[src/mutative_types.sv]
package mutative_types;

    // fixed geometry, the PLRU decode assumes exactly 8 ways
    localparam int WAYS         = 8;
    localparam int WAY_IDX_BITS = $clog2(WAYS);
    localparam int SET_BITS     = 4;
    localparam int SET_SIZE     = 2 ** SET_BITS;
    localparam int TAG_BITS     = 10;
    localparam int ADDR_BITS    = 16;
    localparam int OFFSET_BITS  = ADDR_BITS - TAG_BITS - SET_BITS;

    typedef logic [WAY_IDX_BITS-1:0] way_idx_t;
    typedef logic [WAYS-1:0]         way_mask_t; // one-hot or group mask
    typedef logic [SET_BITS-1:0]     set_idx_t;
    typedef logic [TAG_BITS-1:0]     tag_t;
    typedef logic [1:0]              setup_t;    // 0 dm, 1 2-way, 2 4-way, 3 8-way

    typedef struct packed {
        tag_t                   tag;
        set_idx_t               set_index;
        logic [OFFSET_BITS-1:0] offset;
    } cache_address_t;

    typedef struct packed {
        cache_address_t addr;
    } cpu_req_t;

    typedef struct packed {
        logic           hit;
        way_idx_t       way; // physical way
        cache_address_t addr;
    } cpu_resp_t;

    typedef struct packed {
        tag_t     tag;
        set_idx_t set_index;
    } mem_req_t;

    typedef enum logic [2:0] {
        st_idle,
        st_lookup,
        st_mem_wait,
        st_fill,
        st_respond
    } ctrl_state_t;

endpackage

[src/mutative_plru.sv]
module mutative_plru (
    input  logic                           clk,
    input  logic                           rst,
    input  logic                           hit,
    input  mutative_types::way_idx_t       hit_way,    // virtual way inside the group
    input  mutative_types::cache_address_t cache_address,
    input  mutative_types::setup_t         setup,
    output mutative_types::way_idx_t       evict_way
);

    typedef logic [mutative_types::WAYS-2:0] tree_t;

    // bit 0 root, bits 1..2 second level, bits 3..6 leaves (8-way layout)
    tree_t plru_bits [mutative_types::SET_SIZE];

    tree_t                    cur_bits;
    tree_t                    next_bits;
    mutative_types::way_idx_t virt_way;

    logic top_half;
    logic mid_node;
    logic mid_half;
    logic leaf_node;

    assign cur_bits = plru_bits[cache_address.set_index];

    // node bit records the half used last
    always_comb begin
        next_bits = cur_bits;
        unique case (setup)
            2'd1: begin
                next_bits[0] = hit_way[0];
            end
            2'd2: begin
                next_bits[0] = hit_way[1];
                if (hit_way[1]) begin
                    next_bits[2] = hit_way[0];
                end else begin
                    next_bits[1] = hit_way[0];
                end
            end
            2'd3: begin
                next_bits[0] = hit_way[2];
                if (hit_way[2]) begin
                    next_bits[2] = hit_way[1];
                end else begin
                    next_bits[1] = hit_way[1];
                end
                case (hit_way[2:1])
                    2'd0: next_bits[3] = hit_way[0];
                    2'd1: next_bits[4] = hit_way[0];
                    2'd2: next_bits[5] = hit_way[0];
                    2'd3: next_bits[6] = hit_way[0];
                endcase
            end
            default: begin
                next_bits = cur_bits; // dm has no tree
            end
        endcase
    end

    always_ff @(posedge clk) begin
        if (rst) begin
            for (int s = 0; s < mutative_types::SET_SIZE; s++) begin
                plru_bits[s] <= '0;
            end
        end else if (hit) begin
            plru_bits[cache_address.set_index] <= next_bits;
        end
    end

    // 8-way walk, victim goes away from the recently used half
    assign top_half = ~cur_bits[0];
    assign mid_node = top_half ? cur_bits[2] : cur_bits[1];
    assign mid_half = ~mid_node;

    always_comb begin
        case ({top_half, mid_half})
            2'd0:    leaf_node = cur_bits[3];
            2'd1:    leaf_node = cur_bits[4];
            2'd2:    leaf_node = cur_bits[5];
            default: leaf_node = cur_bits[6];
        endcase
    end

    always_comb begin
        unique case (setup)
            2'd1: begin
                virt_way = {2'b00, ~cur_bits[0]};
            end
            2'd2: begin
                // 4-way uses root plus bits 1 and 2 as leaves
                virt_way = {1'b0, ~cur_bits[0], cur_bits[0] ? ~cur_bits[1] : ~cur_bits[2]};
            end
            2'd3: begin
                virt_way = {top_half, mid_half, ~leaf_node};
            end
            default: begin
                virt_way = '0;
            end
        endcase
    end

    // place virtual victim inside the group picked by the tag
    always_comb begin
        unique case (setup)
            2'd0: begin
                evict_way = cache_address.tag[2:0];
            end
            2'd1: begin
                evict_way = {cache_address.tag[1:0], virt_way[0]};
            end
            2'd2: begin
                evict_way = {cache_address.tag[0], virt_way[1:0]};
            end
            default: begin
                evict_way = virt_way;
            end
        endcase
    end

endmodule

[src/mutative_tag_store.sv]
module mutative_tag_store (
    input  logic                           clk,
    input  logic                           rst,
    input  mutative_types::setup_t         setup,
    input  mutative_types::cache_address_t lookup_addr,
    output logic                           lookup_hit,
    output mutative_types::way_idx_t       lookup_way,
    input  logic                           fill_en,
    input  mutative_types::way_idx_t       fill_way,
    input  mutative_types::tag_t           fill_tag
);

    mutative_types::way_mask_t valid_bits [mutative_types::SET_SIZE];
    mutative_types::tag_t      tag_mem [mutative_types::SET_SIZE][mutative_types::WAYS];

    mutative_types::way_mask_t group_mask;
    mutative_types::way_mask_t match;

    // ways that may hold this address in the current mode
    always_comb begin
        unique case (setup)
            2'd0: begin
                group_mask = mutative_types::way_mask_t'(1'b1) << lookup_addr.tag[2:0];
            end
            2'd1: begin
                group_mask = mutative_types::way_mask_t'(2'b11)
                             << {lookup_addr.tag[1:0], 1'b0};
            end
            2'd2: begin
                group_mask = mutative_types::way_mask_t'(4'hf)
                             << {lookup_addr.tag[0], 2'b00};
            end
            default: begin
                group_mask = '1;
            end
        endcase
    end

    always_comb begin
        for (int w = 0; w < mutative_types::WAYS; w++) begin
            match[w] = group_mask[w]
                       && valid_bits[lookup_addr.set_index][w]
                       && (tag_mem[lookup_addr.set_index][w] == lookup_addr.tag);
        end
    end

    // at most one way matches
    always_comb begin
        lookup_hit = 1'b0;
        lookup_way = '0;
        for (int w = 0; w < mutative_types::WAYS; w++) begin
            if (match[w]) begin
                lookup_hit = 1'b1;
                lookup_way = mutative_types::way_idx_t'(w);
            end
        end
    end

    always_ff @(posedge clk) begin
        if (rst) begin
            for (int s = 0; s < mutative_types::SET_SIZE; s++) begin
                valid_bits[s] <= '0;
            end
        end else if (fill_en) begin
            valid_bits[lookup_addr.set_index][fill_way] <= 1'b1;
        end
    end

    always_ff @(posedge clk) begin
        if (fill_en) begin
            tag_mem[lookup_addr.set_index][fill_way] <= fill_tag;
        end
    end

endmodule

[src/mutative_controller.sv]
module mutative_controller #(
    parameter int REQ_DEPTH   = 2,
    parameter int MEM_CREDITS = 1
) (
    input  logic                           clk,
    input  logic                           rst,
    input  mutative_types::setup_t         setup,
    input  logic                           req_valid,
    input  mutative_types::cpu_req_t       req,
    output logic                           req_credit,
    output logic                           resp_valid,
    output mutative_types::cpu_resp_t      resp,
    output logic                           mem_req_valid,
    output mutative_types::mem_req_t       mem_req,
    input  logic                           mem_credit,
    input  logic                           mem_fill,
    output mutative_types::cache_address_t lookup_addr,
    input  logic                           lookup_hit,
    input  mutative_types::way_idx_t       lookup_way,
    input  mutative_types::way_idx_t       evict_way,
    output logic                           fill_en,
    output mutative_types::way_idx_t       fill_way,
    output logic                           access_en,
    output mutative_types::way_idx_t       access_way
);

    localparam int PTR_BITS  = (REQ_DEPTH > 1) ? $clog2(REQ_DEPTH) : 1;
    localparam int CNT_BITS  = $clog2(REQ_DEPTH + 1);
    localparam int CRED_BITS = $clog2(MEM_CREDITS + 1);

    mutative_types::cpu_req_t    queue [REQ_DEPTH];
    logic [PTR_BITS-1:0]         wr_ptr;
    logic [PTR_BITS-1:0]         rd_ptr;
    logic [CNT_BITS-1:0]         req_count;   // queue occupancy
    logic [CRED_BITS-1:0]        mem_credits;
    mutative_types::ctrl_state_t state;
    mutative_types::cpu_req_t    cur_req;
    logic                        hit_q;
    mutative_types::way_idx_t    way_q;       // hit way or victim
    logic                        mem_sent;
    logic                        pop;
    mutative_types::way_idx_t    phys_way;

    function automatic logic [PTR_BITS-1:0] advance(input logic [PTR_BITS-1:0] ptr);
        return (ptr == PTR_BITS'(REQ_DEPTH - 1)) ? '0 : ptr + 1'b1;
    endfunction

    // physical way modulo the group size
    function automatic mutative_types::way_idx_t virtual_way(
        input mutative_types::setup_t   mode,
        input mutative_types::way_idx_t way
    );
        case (mode)
            2'd0:    return '0;
            2'd1:    return {2'b00, way[0]};
            2'd2:    return {1'b0, way[1:0]};
            default: return way;
        endcase
    endfunction

    assign pop        = (state == mutative_types::st_idle) && (req_count != '0);
    assign req_credit = pop; // one credit back per dequeued entry

    always_ff @(posedge clk) begin
        if (req_valid) begin
            queue[wr_ptr] <= req;
        end
    end

    always_ff @(posedge clk) begin
        if (rst) begin
            wr_ptr    <= '0;
            rd_ptr    <= '0;
            req_count <= '0;
        end else begin
            if (req_valid) begin
                wr_ptr <= advance(wr_ptr);
            end
            if (pop) begin
                rd_ptr <= advance(rd_ptr);
            end
            req_count <= req_count + CNT_BITS'(req_valid) - CNT_BITS'(pop);
        end
    end

    assign mem_req_valid = (state == mutative_types::st_mem_wait) && !mem_sent
                           && (mem_credits != '0);

    always_ff @(posedge clk) begin
        if (rst) begin
            mem_credits <= CRED_BITS'(MEM_CREDITS);
        end else begin
            mem_credits <= mem_credits + CRED_BITS'(mem_credit) - CRED_BITS'(mem_req_valid);
        end
    end

    always_ff @(posedge clk) begin
        if (rst) begin
            state    <= mutative_types::st_idle;
            mem_sent <= 1'b0;
        end else begin
            unique case (state)
                mutative_types::st_idle: begin
                    if (pop) begin
                        state <= mutative_types::st_lookup;
                    end
                end
                mutative_types::st_lookup: begin
                    mem_sent <= 1'b0;
                    state    <= lookup_hit ? mutative_types::st_respond
                                           : mutative_types::st_mem_wait;
                end
                mutative_types::st_mem_wait: begin
                    if (mem_req_valid) begin
                        mem_sent <= 1'b1;
                    end
                    if (mem_fill && mem_sent) begin
                        state <= mutative_types::st_fill;
                    end
                end
                mutative_types::st_fill: begin
                    state <= mutative_types::st_respond;
                end
                default: begin
                    state <= mutative_types::st_idle;
                end
            endcase
        end
    end

    always_ff @(posedge clk) begin
        if (pop) begin
            cur_req <= queue[rd_ptr];
        end
        if (state == mutative_types::st_lookup) begin
            hit_q <= lookup_hit;
            way_q <= lookup_hit ? lookup_way : evict_way;
        end
    end

    assign lookup_addr = cur_req.addr;
    assign mem_req     = '{tag: cur_req.addr.tag, set_index: cur_req.addr.set_index};

    assign fill_en    = (state == mutative_types::st_fill);
    assign fill_way   = way_q;
    assign access_en  = ((state == mutative_types::st_lookup) && lookup_hit) || fill_en;
    assign phys_way   = fill_en ? way_q : lookup_way;
    assign access_way = virtual_way(setup, phys_way);

    assign resp_valid = (state == mutative_types::st_respond);
    assign resp       = '{hit: hit_q, way: way_q, addr: cur_req.addr};

endmodule

[src/mutative_cache.sv]
module mutative_cache #(
    parameter int REQ_DEPTH   = 2,
    parameter int MEM_CREDITS = 1
) (
    input  logic                      clk,
    input  logic                      rst,
    input  mutative_types::setup_t    setup,
    input  logic                      req_valid,
    input  mutative_types::cpu_req_t  req,
    output logic                      req_credit,
    output logic                      resp_valid,
    output mutative_types::cpu_resp_t resp,
    output logic                      mem_req_valid,
    output mutative_types::mem_req_t  mem_req,
    input  logic                      mem_credit,
    input  logic                      mem_fill
);

    mutative_types::cache_address_t lookup_addr;
    logic                           lookup_hit;
    mutative_types::way_idx_t       lookup_way;
    mutative_types::way_idx_t       evict_way;
    logic                           fill_en;
    mutative_types::way_idx_t       fill_way;
    logic                           access_en;
    mutative_types::way_idx_t       access_way;

    mutative_controller #(
        .REQ_DEPTH   (REQ_DEPTH),
        .MEM_CREDITS (MEM_CREDITS)
    ) ctrl0 (
        .clk           (clk),
        .rst           (rst),
        .setup         (setup),
        .req_valid     (req_valid),
        .req           (req),
        .req_credit    (req_credit),
        .resp_valid    (resp_valid),
        .resp          (resp),
        .mem_req_valid (mem_req_valid),
        .mem_req       (mem_req),
        .mem_credit    (mem_credit),
        .mem_fill      (mem_fill),
        .lookup_addr   (lookup_addr),
        .lookup_hit    (lookup_hit),
        .lookup_way    (lookup_way),
        .evict_way     (evict_way),
        .fill_en       (fill_en),
        .fill_way      (fill_way),
        .access_en     (access_en),
        .access_way    (access_way)
    );

    mutative_tag_store tags0 (
        .clk         (clk),
        .rst         (rst),
        .setup       (setup),
        .lookup_addr (lookup_addr),
        .lookup_hit  (lookup_hit),
        .lookup_way  (lookup_way),
        .fill_en     (fill_en),
        .fill_way    (fill_way),
        .fill_tag    (lookup_addr.tag) // address held through the fill
    );

    mutative_plru plru0 (
        .clk           (clk),
        .rst           (rst),
        .hit           (access_en),
        .hit_way       (access_way),
        .cache_address (lookup_addr),
        .setup         (setup),
        .evict_way     (evict_way)
    );

endmodule

[config.mk]
export PLATFORM = sky130hd
export DESIGN_NAME = mutative_cache
export DESIGN_NICKNAME = d
export VERILOG_FILES = /design/src/mutative_types.sv /design/src/mutative_plru.sv /design/src/mutative_tag_store.sv /design/src/mutative_controller.sv /design/src/mutative_cache.sv
export SDC_FILE = /design/constraint.sdc
export NUM_CORES = 2
export LEC_CHECK = 0
export BUFFER_PORTS_ARGS = -buffer_cell sky130_fd_sc_hd__buf_2
export CAP_MARGIN = 15
export CORE_UTILIZATION = 30
export CTS_CLUSTER_SIZE = 14
export DETAILED_ROUTE_END_ITERATION = 10
export PLACE_DENSITY_LB_ADDON = 0.12
export SETUP_SLACK_MARGIN = 0.5
export SYNTH_ARGS = -nofsm -noshare
export SYNTH_HDL_FRONTEND = slang
export SYNTH_SLANG_ARGS = --single-unit
[constraint.sdc]
create_clock -name clk -period 7.98 [get_ports clk]
set_input_delay 0.798 -clock clk [delete_from_list [all_inputs] [get_ports clk]]
set_output_delay 0.798 -clock clk [all_outputs]
set_load 0.005 [all_outputs]
# --- Yosys cells after proc, flatten, opt, wreduce, memory -nomap -nowiden ---
# Memory sizes are Yosys's and may differ from the RTL's. A register that Yosys moved wholly into a read port is not among the register bits.
# Index checks and enable logic that the tools add are counted.
op_classes:
  n_lt_le_gt_ge: 4
  add_sub_neg: 6
  mux: 64
  eq_ne: 23
  bitwise_logic: 6
  n_shift: 3
  reduce_logical: 35
ops:
  columns: ["cell", "n"]
  rows:
  - ["equality test 10 bit", 8]
  - ["two-way mux 80 bit", 1]
  - ["two-way mux 1 bit", 33]
  - ["demux 10 bit (select 3 bit)", 1]
  - ["two-way mux 3 bit", 9]
  - ["case mux 3 bit (3 select lines)", 3]
  - ["two-way mux 8 bit", 3]
  - ["case mux 8 bit (3 select lines)", 1]
  - ["logical AND 1 bit", 23]
  - ["two-way mux 4 bit", 3]
  - ["case mux 3 bit (4 select lines)", 1]
  - ["equality test 2 bit (second input constant)", 5]
  - ["two-way mux 10 bit", 1]
  - ["OR reduction 8 bit", 1]
  - ["<< shifter 1 x 3 -> 8 bit (first input constant)", 1]
  - ["<< shifter 2 x 3 -> 8 bit (first input constant)", 1]
  - ["<< shifter 4 x 3 -> 8 bit (first input constant)", 1]
  - ["two-way mux 7 bit", 1]
  - ["OR reduction 7 bit", 1]
  - ["equality test 2 x 1 -> 1 bit (second input constant)", 3]
  - ["equality test 3 x 2 -> 1 bit (second input constant)", 2]
  - ["logical NOT 2 bit", 3]
  - ["case mux 1 bit (3 select lines)", 2]
  - ["inverter 1 bit", 5]
  - ["23 further kinds", 28]
totals:
  ramBits: 1552
  memories: 4
  register_bits: 13
memory_table:
  columns: ["memory", "depth", "word_bits", "read_ports", "rd_clocked_by_memory_dff", "write_ports", "line", "source"]
  rows:
  - ["tags0.tag_mem", 16, 80, 1, 0, 1, "mutative_tag_store.sv:14", "mutative_types::tag_t tag_mem [mutative_types::SET_SIZE][mutative_types::WAYS];"]
  - ["tags0.valid_bits", 16, 8, 1, 0, 16, "mutative_tag_store.sv:13", "mutative_types::way_mask_t valid_bits [mutative_types::SET_SIZE];"]
  - ["plru0.plru_bits", 16, 7, 1, 0, 16, "mutative_plru.sv:14", "tree_t plru_bits [mutative_types::SET_SIZE];"]
  - ["ctrl0.queue", 2, 16, 1, 1, 1, "mutative_controller.sv:31", "mutative_types::cpu_req_t queue [REQ_DEPTH];"]

# --- Logic depth before layout (Yosys ltp) ---
logic_depth:
  depth_word: 19
  ltp_mapped: 20

# --- By module ---
# A second synthesis with hierarchy kept.
unflattened:
  hier_cells: 3478
  hier_area_um2: 63739.9
by_module_without_submodules:
  columns: ["module", "seq_area_each_um2", "n_inst", "cells_each", "area_each_um2"]
  rows:
  - ["mutative_tag_store", 40999.3, 1, 2930, 55859.8]
  - ["mutative_plru", 3363.2, 1, 381, 5308.8]
  - ["mutative_controller", 1741.7, 1, 167, 2571.2]

# --- Worst setup path before layout ---
# OpenSTA, ideal clock, no wires.
synth_timing:
  path_type: "register to register"
  from: "register ctrl0.lookup_addr[12] (netlist name)"
  to: "memory plru0.plru_bits[3][4] (netlist name) (data pin)"
  period_less_slack_ns: 5.443
  t_arrival_ns: 5.180
  slack_ns: 2.537
  path_stages_with_launch: 12
  path_buffers: 2
  setup_ns: 0.263
  path_cell_list: "edfxtp_1 > clkinv_1 > clkbuf_1 > xnor2_1 > a311o_1 > o2111a_1 > a21bo_2 > o31a_1 > nor4b_4 > mux2i_2 > buf_6 > nor2_1"
synth_rtl:
  columns: ["item", "line"]
  rows:
  - ["end, declared", "mutative_plru.sv:14"]

==> flow_summary.toml <==
[clock_tree]
clock-sinks = 1581
cts_inserted_buffers = 178
cts_hold_buf = 0
htreeDepth = 4
clk_pin_slew_ns = 0.06
clkLatencyLatePin_ns = 0.84
cts-root-buf = "clkbuf_16"
cts_tree = "done"
cts_resized = 0
cts_buffer_depth = 3
postCtsSetupBuffers = 0

[drt]
drt-initial-drc-count = 3177
dr.pass1.iters = 6
drt.antenna.violating_nets = 0
vias = 34200
vias_per_cell = 5.003
wire_per_inst_um = 29.58
finalWirelength_mm = 202.2
drc = 0

[critical_path]
crit_chain = "buf_12 > buf_4 > mux4_2 > a32o_1 > a311o_1 > o2bb2ai_1 > a2111oi_1 > nand4_1 > nand4_1 > or3_1 > or2_1 > nand4_1 > nand2b_1"
cp-end-kind = "flip-flop"
worst-setup-path-type = "flip-flop to flip-flop"
cp_max_fo = 35
cp_num_buf_inv = 2
critPathLaunchType = "flip-flop"
slowest_stage = "edfxtp_1"
cp.required_ns = 8.47
cp_top_family = "simple AND/OR/NAND/NOR gates"
cp_slowest_stage_delay_ns = 0.92
cpMostUsedCell = "nand4_1"
arrival_ns = 7.13

[floorplanning]
die_h_um = 465.7
io_pins = 60
fp.dieW_um = 465.7
core_um2 = 212900
start_util_pct = 30.29
rows = 169
die-area_um2 = 216800

[global_routing]
antenna_found_initial = 17
grt.overflow.total = 0
grt_pass1_wl_mm = 282.0
grt_max_degree = 114
grt_pass1_vias = 34710
grtUsageTotal_pct = 18.56

[synth]
syn_inst = 3614
ys_top_cells_by_area = "edfxtp_1, mux4_2, dfxtp_1"
yosysUniqueCellTypes = 101
async_flop_share_pct = 0
synth_flop_cell = "edfxtp_1"
ys_seq_elements = 1581
synth_top_cell_by_area = "edfxtp_1"
synth_edf_count = 1444
yosysSeqAreaShare_pct = 71.48
avgSynthCellArea_um2 = 17.85
netlist.area_leader.share_pct = 67.23
syn_area_um2 = 64500
yosysWarnings = 0
synth_nets = 3639

[hold_path]
hp-class = "input port to flip-flop"

[placement]
post-place-cells = 6498
port_buffers = 59
place_hpwl_mm = 123.4
place_congestion = 0.7788

[timing]
fin_crit_sh_pct = 83.22
hold_violations = 0
skew_ns = 0.03015
hold-worst-slack_ns = 0.1602
min_period_ns = 6.641
finalMaxSlewViolations = 0
fin_tns_setup_ns = 0
fmax_mhz = 150.6
setup_viol = 0
slew_headroom_pct = 18.70
worst_pin_slew_ns = 1.219
rsz0062_at_grt = "no"

[final_layout]
drive_above_1_share_pct = 25.52
num-nets-final = 3883
area_delta_synth_final_pct = 16.03
final_cells = 6836

[outcome]
status = "complete, no violations"

[job]
maxCapViolations = 0

[power_and_ir_drop]
cellPowerDensity_nw_per_um2 = 348.6
leakage_uw = 0.02424
irDropWorstVdd_v = 0.0003183
==> per-stage QoR <==
stage | total power, uW | setup WS [ns] | area (um2) | util, %
detailed placement | 18000 | 1.330 | 68820 | 32.32
CTS | 26440 | 1.285 | 74820 | 35.14
finish | 26090 | 1.339 | 74840 | 35.15
floorplan | 15010 | 2.537 | 64500 | -
global route | 27040 | 1.044 | 74830 | 35.14
global placement | 18010 | 1.353 | 68790 | 32.30
==> worst reg2reg max path, stage by stage, from the launching register on <==
cell and delay (ns):
edfxtp_1 0.92, buf_12 0.36, buf_4 0.38, mux4_2 0.52
a32o_1 0.28, a311o_1 0.32, o2bb2ai_1 0.13, a2111oi_1 0.57
nand4_1 0.44, nand4_1 0.29, or3_1 0.22, or2_1 0.91
nand4_1 0.52, nand2b_1 0.45
==> cells by family (layout without fill, tap and decap cells) <==
group	count (synthesis)	in the layout	synth area share (%)
xor gates and xnor gates	100	100	1.358
other	0	3	0
DFF	1581	1581	71.48
buffers and inverters	245	643	2.503
adders and majority gates	2	2	0.03879
AOI/OAI and AO/OA	288	288	3.442
and+or+nand+nor	797	797	5.529
muxes	601	601	15.65
==> cells in the final DEF, fill, tap and decap left out, drive strengths merged, types with 8 or more instances in the layout <==
cell       n
a211oi    12
a21oi     33
a221oi    19
a22oi     41
a31oi     13
buf      289
bufinv    17
clkbuf   251
clkinv    52
dfxtp    137
edfxtp  1444
inv       27
mux2      80
mux2i    206
mux4     315
nand2     76
nand2b    32
nand3     26
nand3b    12
nand4     17
nor2     527
nor2b     13
nor3      36
nor4      13
o211ai    10
o21a       8
o21ai     35
o21ba      8
o22ai     38
xnor2     99
==> report_power, final <==
group / total (uW) / internal, uW / switching [uW] / leakage (uW)
combinational: 7670 / 2590 / 5080 / 0.00708
sequential: 10000 / 9880 / 125 / 0.0142
clock: 8410 / 4950 / 3460 / 0.00292
total: 26100 / 17400 / 8660 / 0.0242
==> Yosys cell counts (all sizes together) (32+ instances only) <==
library cell  number
edfxtp          1444
buf              146
a21oi             33
mux4             315
nand2b            32
nand2             76
nor2             527
o22ai             38
nor3              36
o21ai             35
mux2i            206
mux2              80
a22oi             41
dfxtp            137
clkbuf            79
xnor2             99
==> layer usage <==
metal / global-route usage, % / vias to the layer above / share of wire (%)
li1: - / 14820 / -
met1: 25.25 / 18180 / 44
met2: 30.32 / 911 / 48
met3: 3.303 / 277 / 5.2
met4: 5.306 / 6 / 2.6
met5: 0 / - / 0.021
==> final cells by class <==
type                       instances  area [um2]
tap                             2821        3530
antenna                            3       7.507
clock buffer                     251        5002
inverter                          20       77.57
sequential                      1581       46100
fill                           20040      138100
clock inverter                    83       999.7
timing repair buffer             289        2215
multi-input combinational       1788       16900
==> flip-flops by register name, indices dropped and copies added, names as in the netlist <==
register and cells:
ctrl0.lookup_addr 16, ctrl0.state 3, ctrl0.mem_sent 1, ctrl0.queue 32
tags0.tag_mem 1280, ctrl0.hit_q 1, ctrl0.rd_ptr 1, plru0.plru_bits 112
ctrl0.req_count 2, ctrl0.wr_ptr 1, ctrl0.mem_credits 1, tags0.valid_bits 128
ctrl0.fill_way 3
==> final timing paths <==
check / depth (start not counted) / startpoint / end / slack (ns)
worst max-delay path: 13 / ctrl0.lookup_addr[2] / plru0.plru_bits[4][6] / 1.34
worst min-delay path: 1 / req[4] / ctrl0.queue[1][4] / 0.16
worst max register to register: 13 / ctrl0.lookup_addr[2] / plru0.plru_bits[4][6] / 1.34
worst min register to register: 2 / tags0.valid_bits[15][1] / tags0.valid_bits[15][1] / 0.46
(Power assumes the default switching activity.)
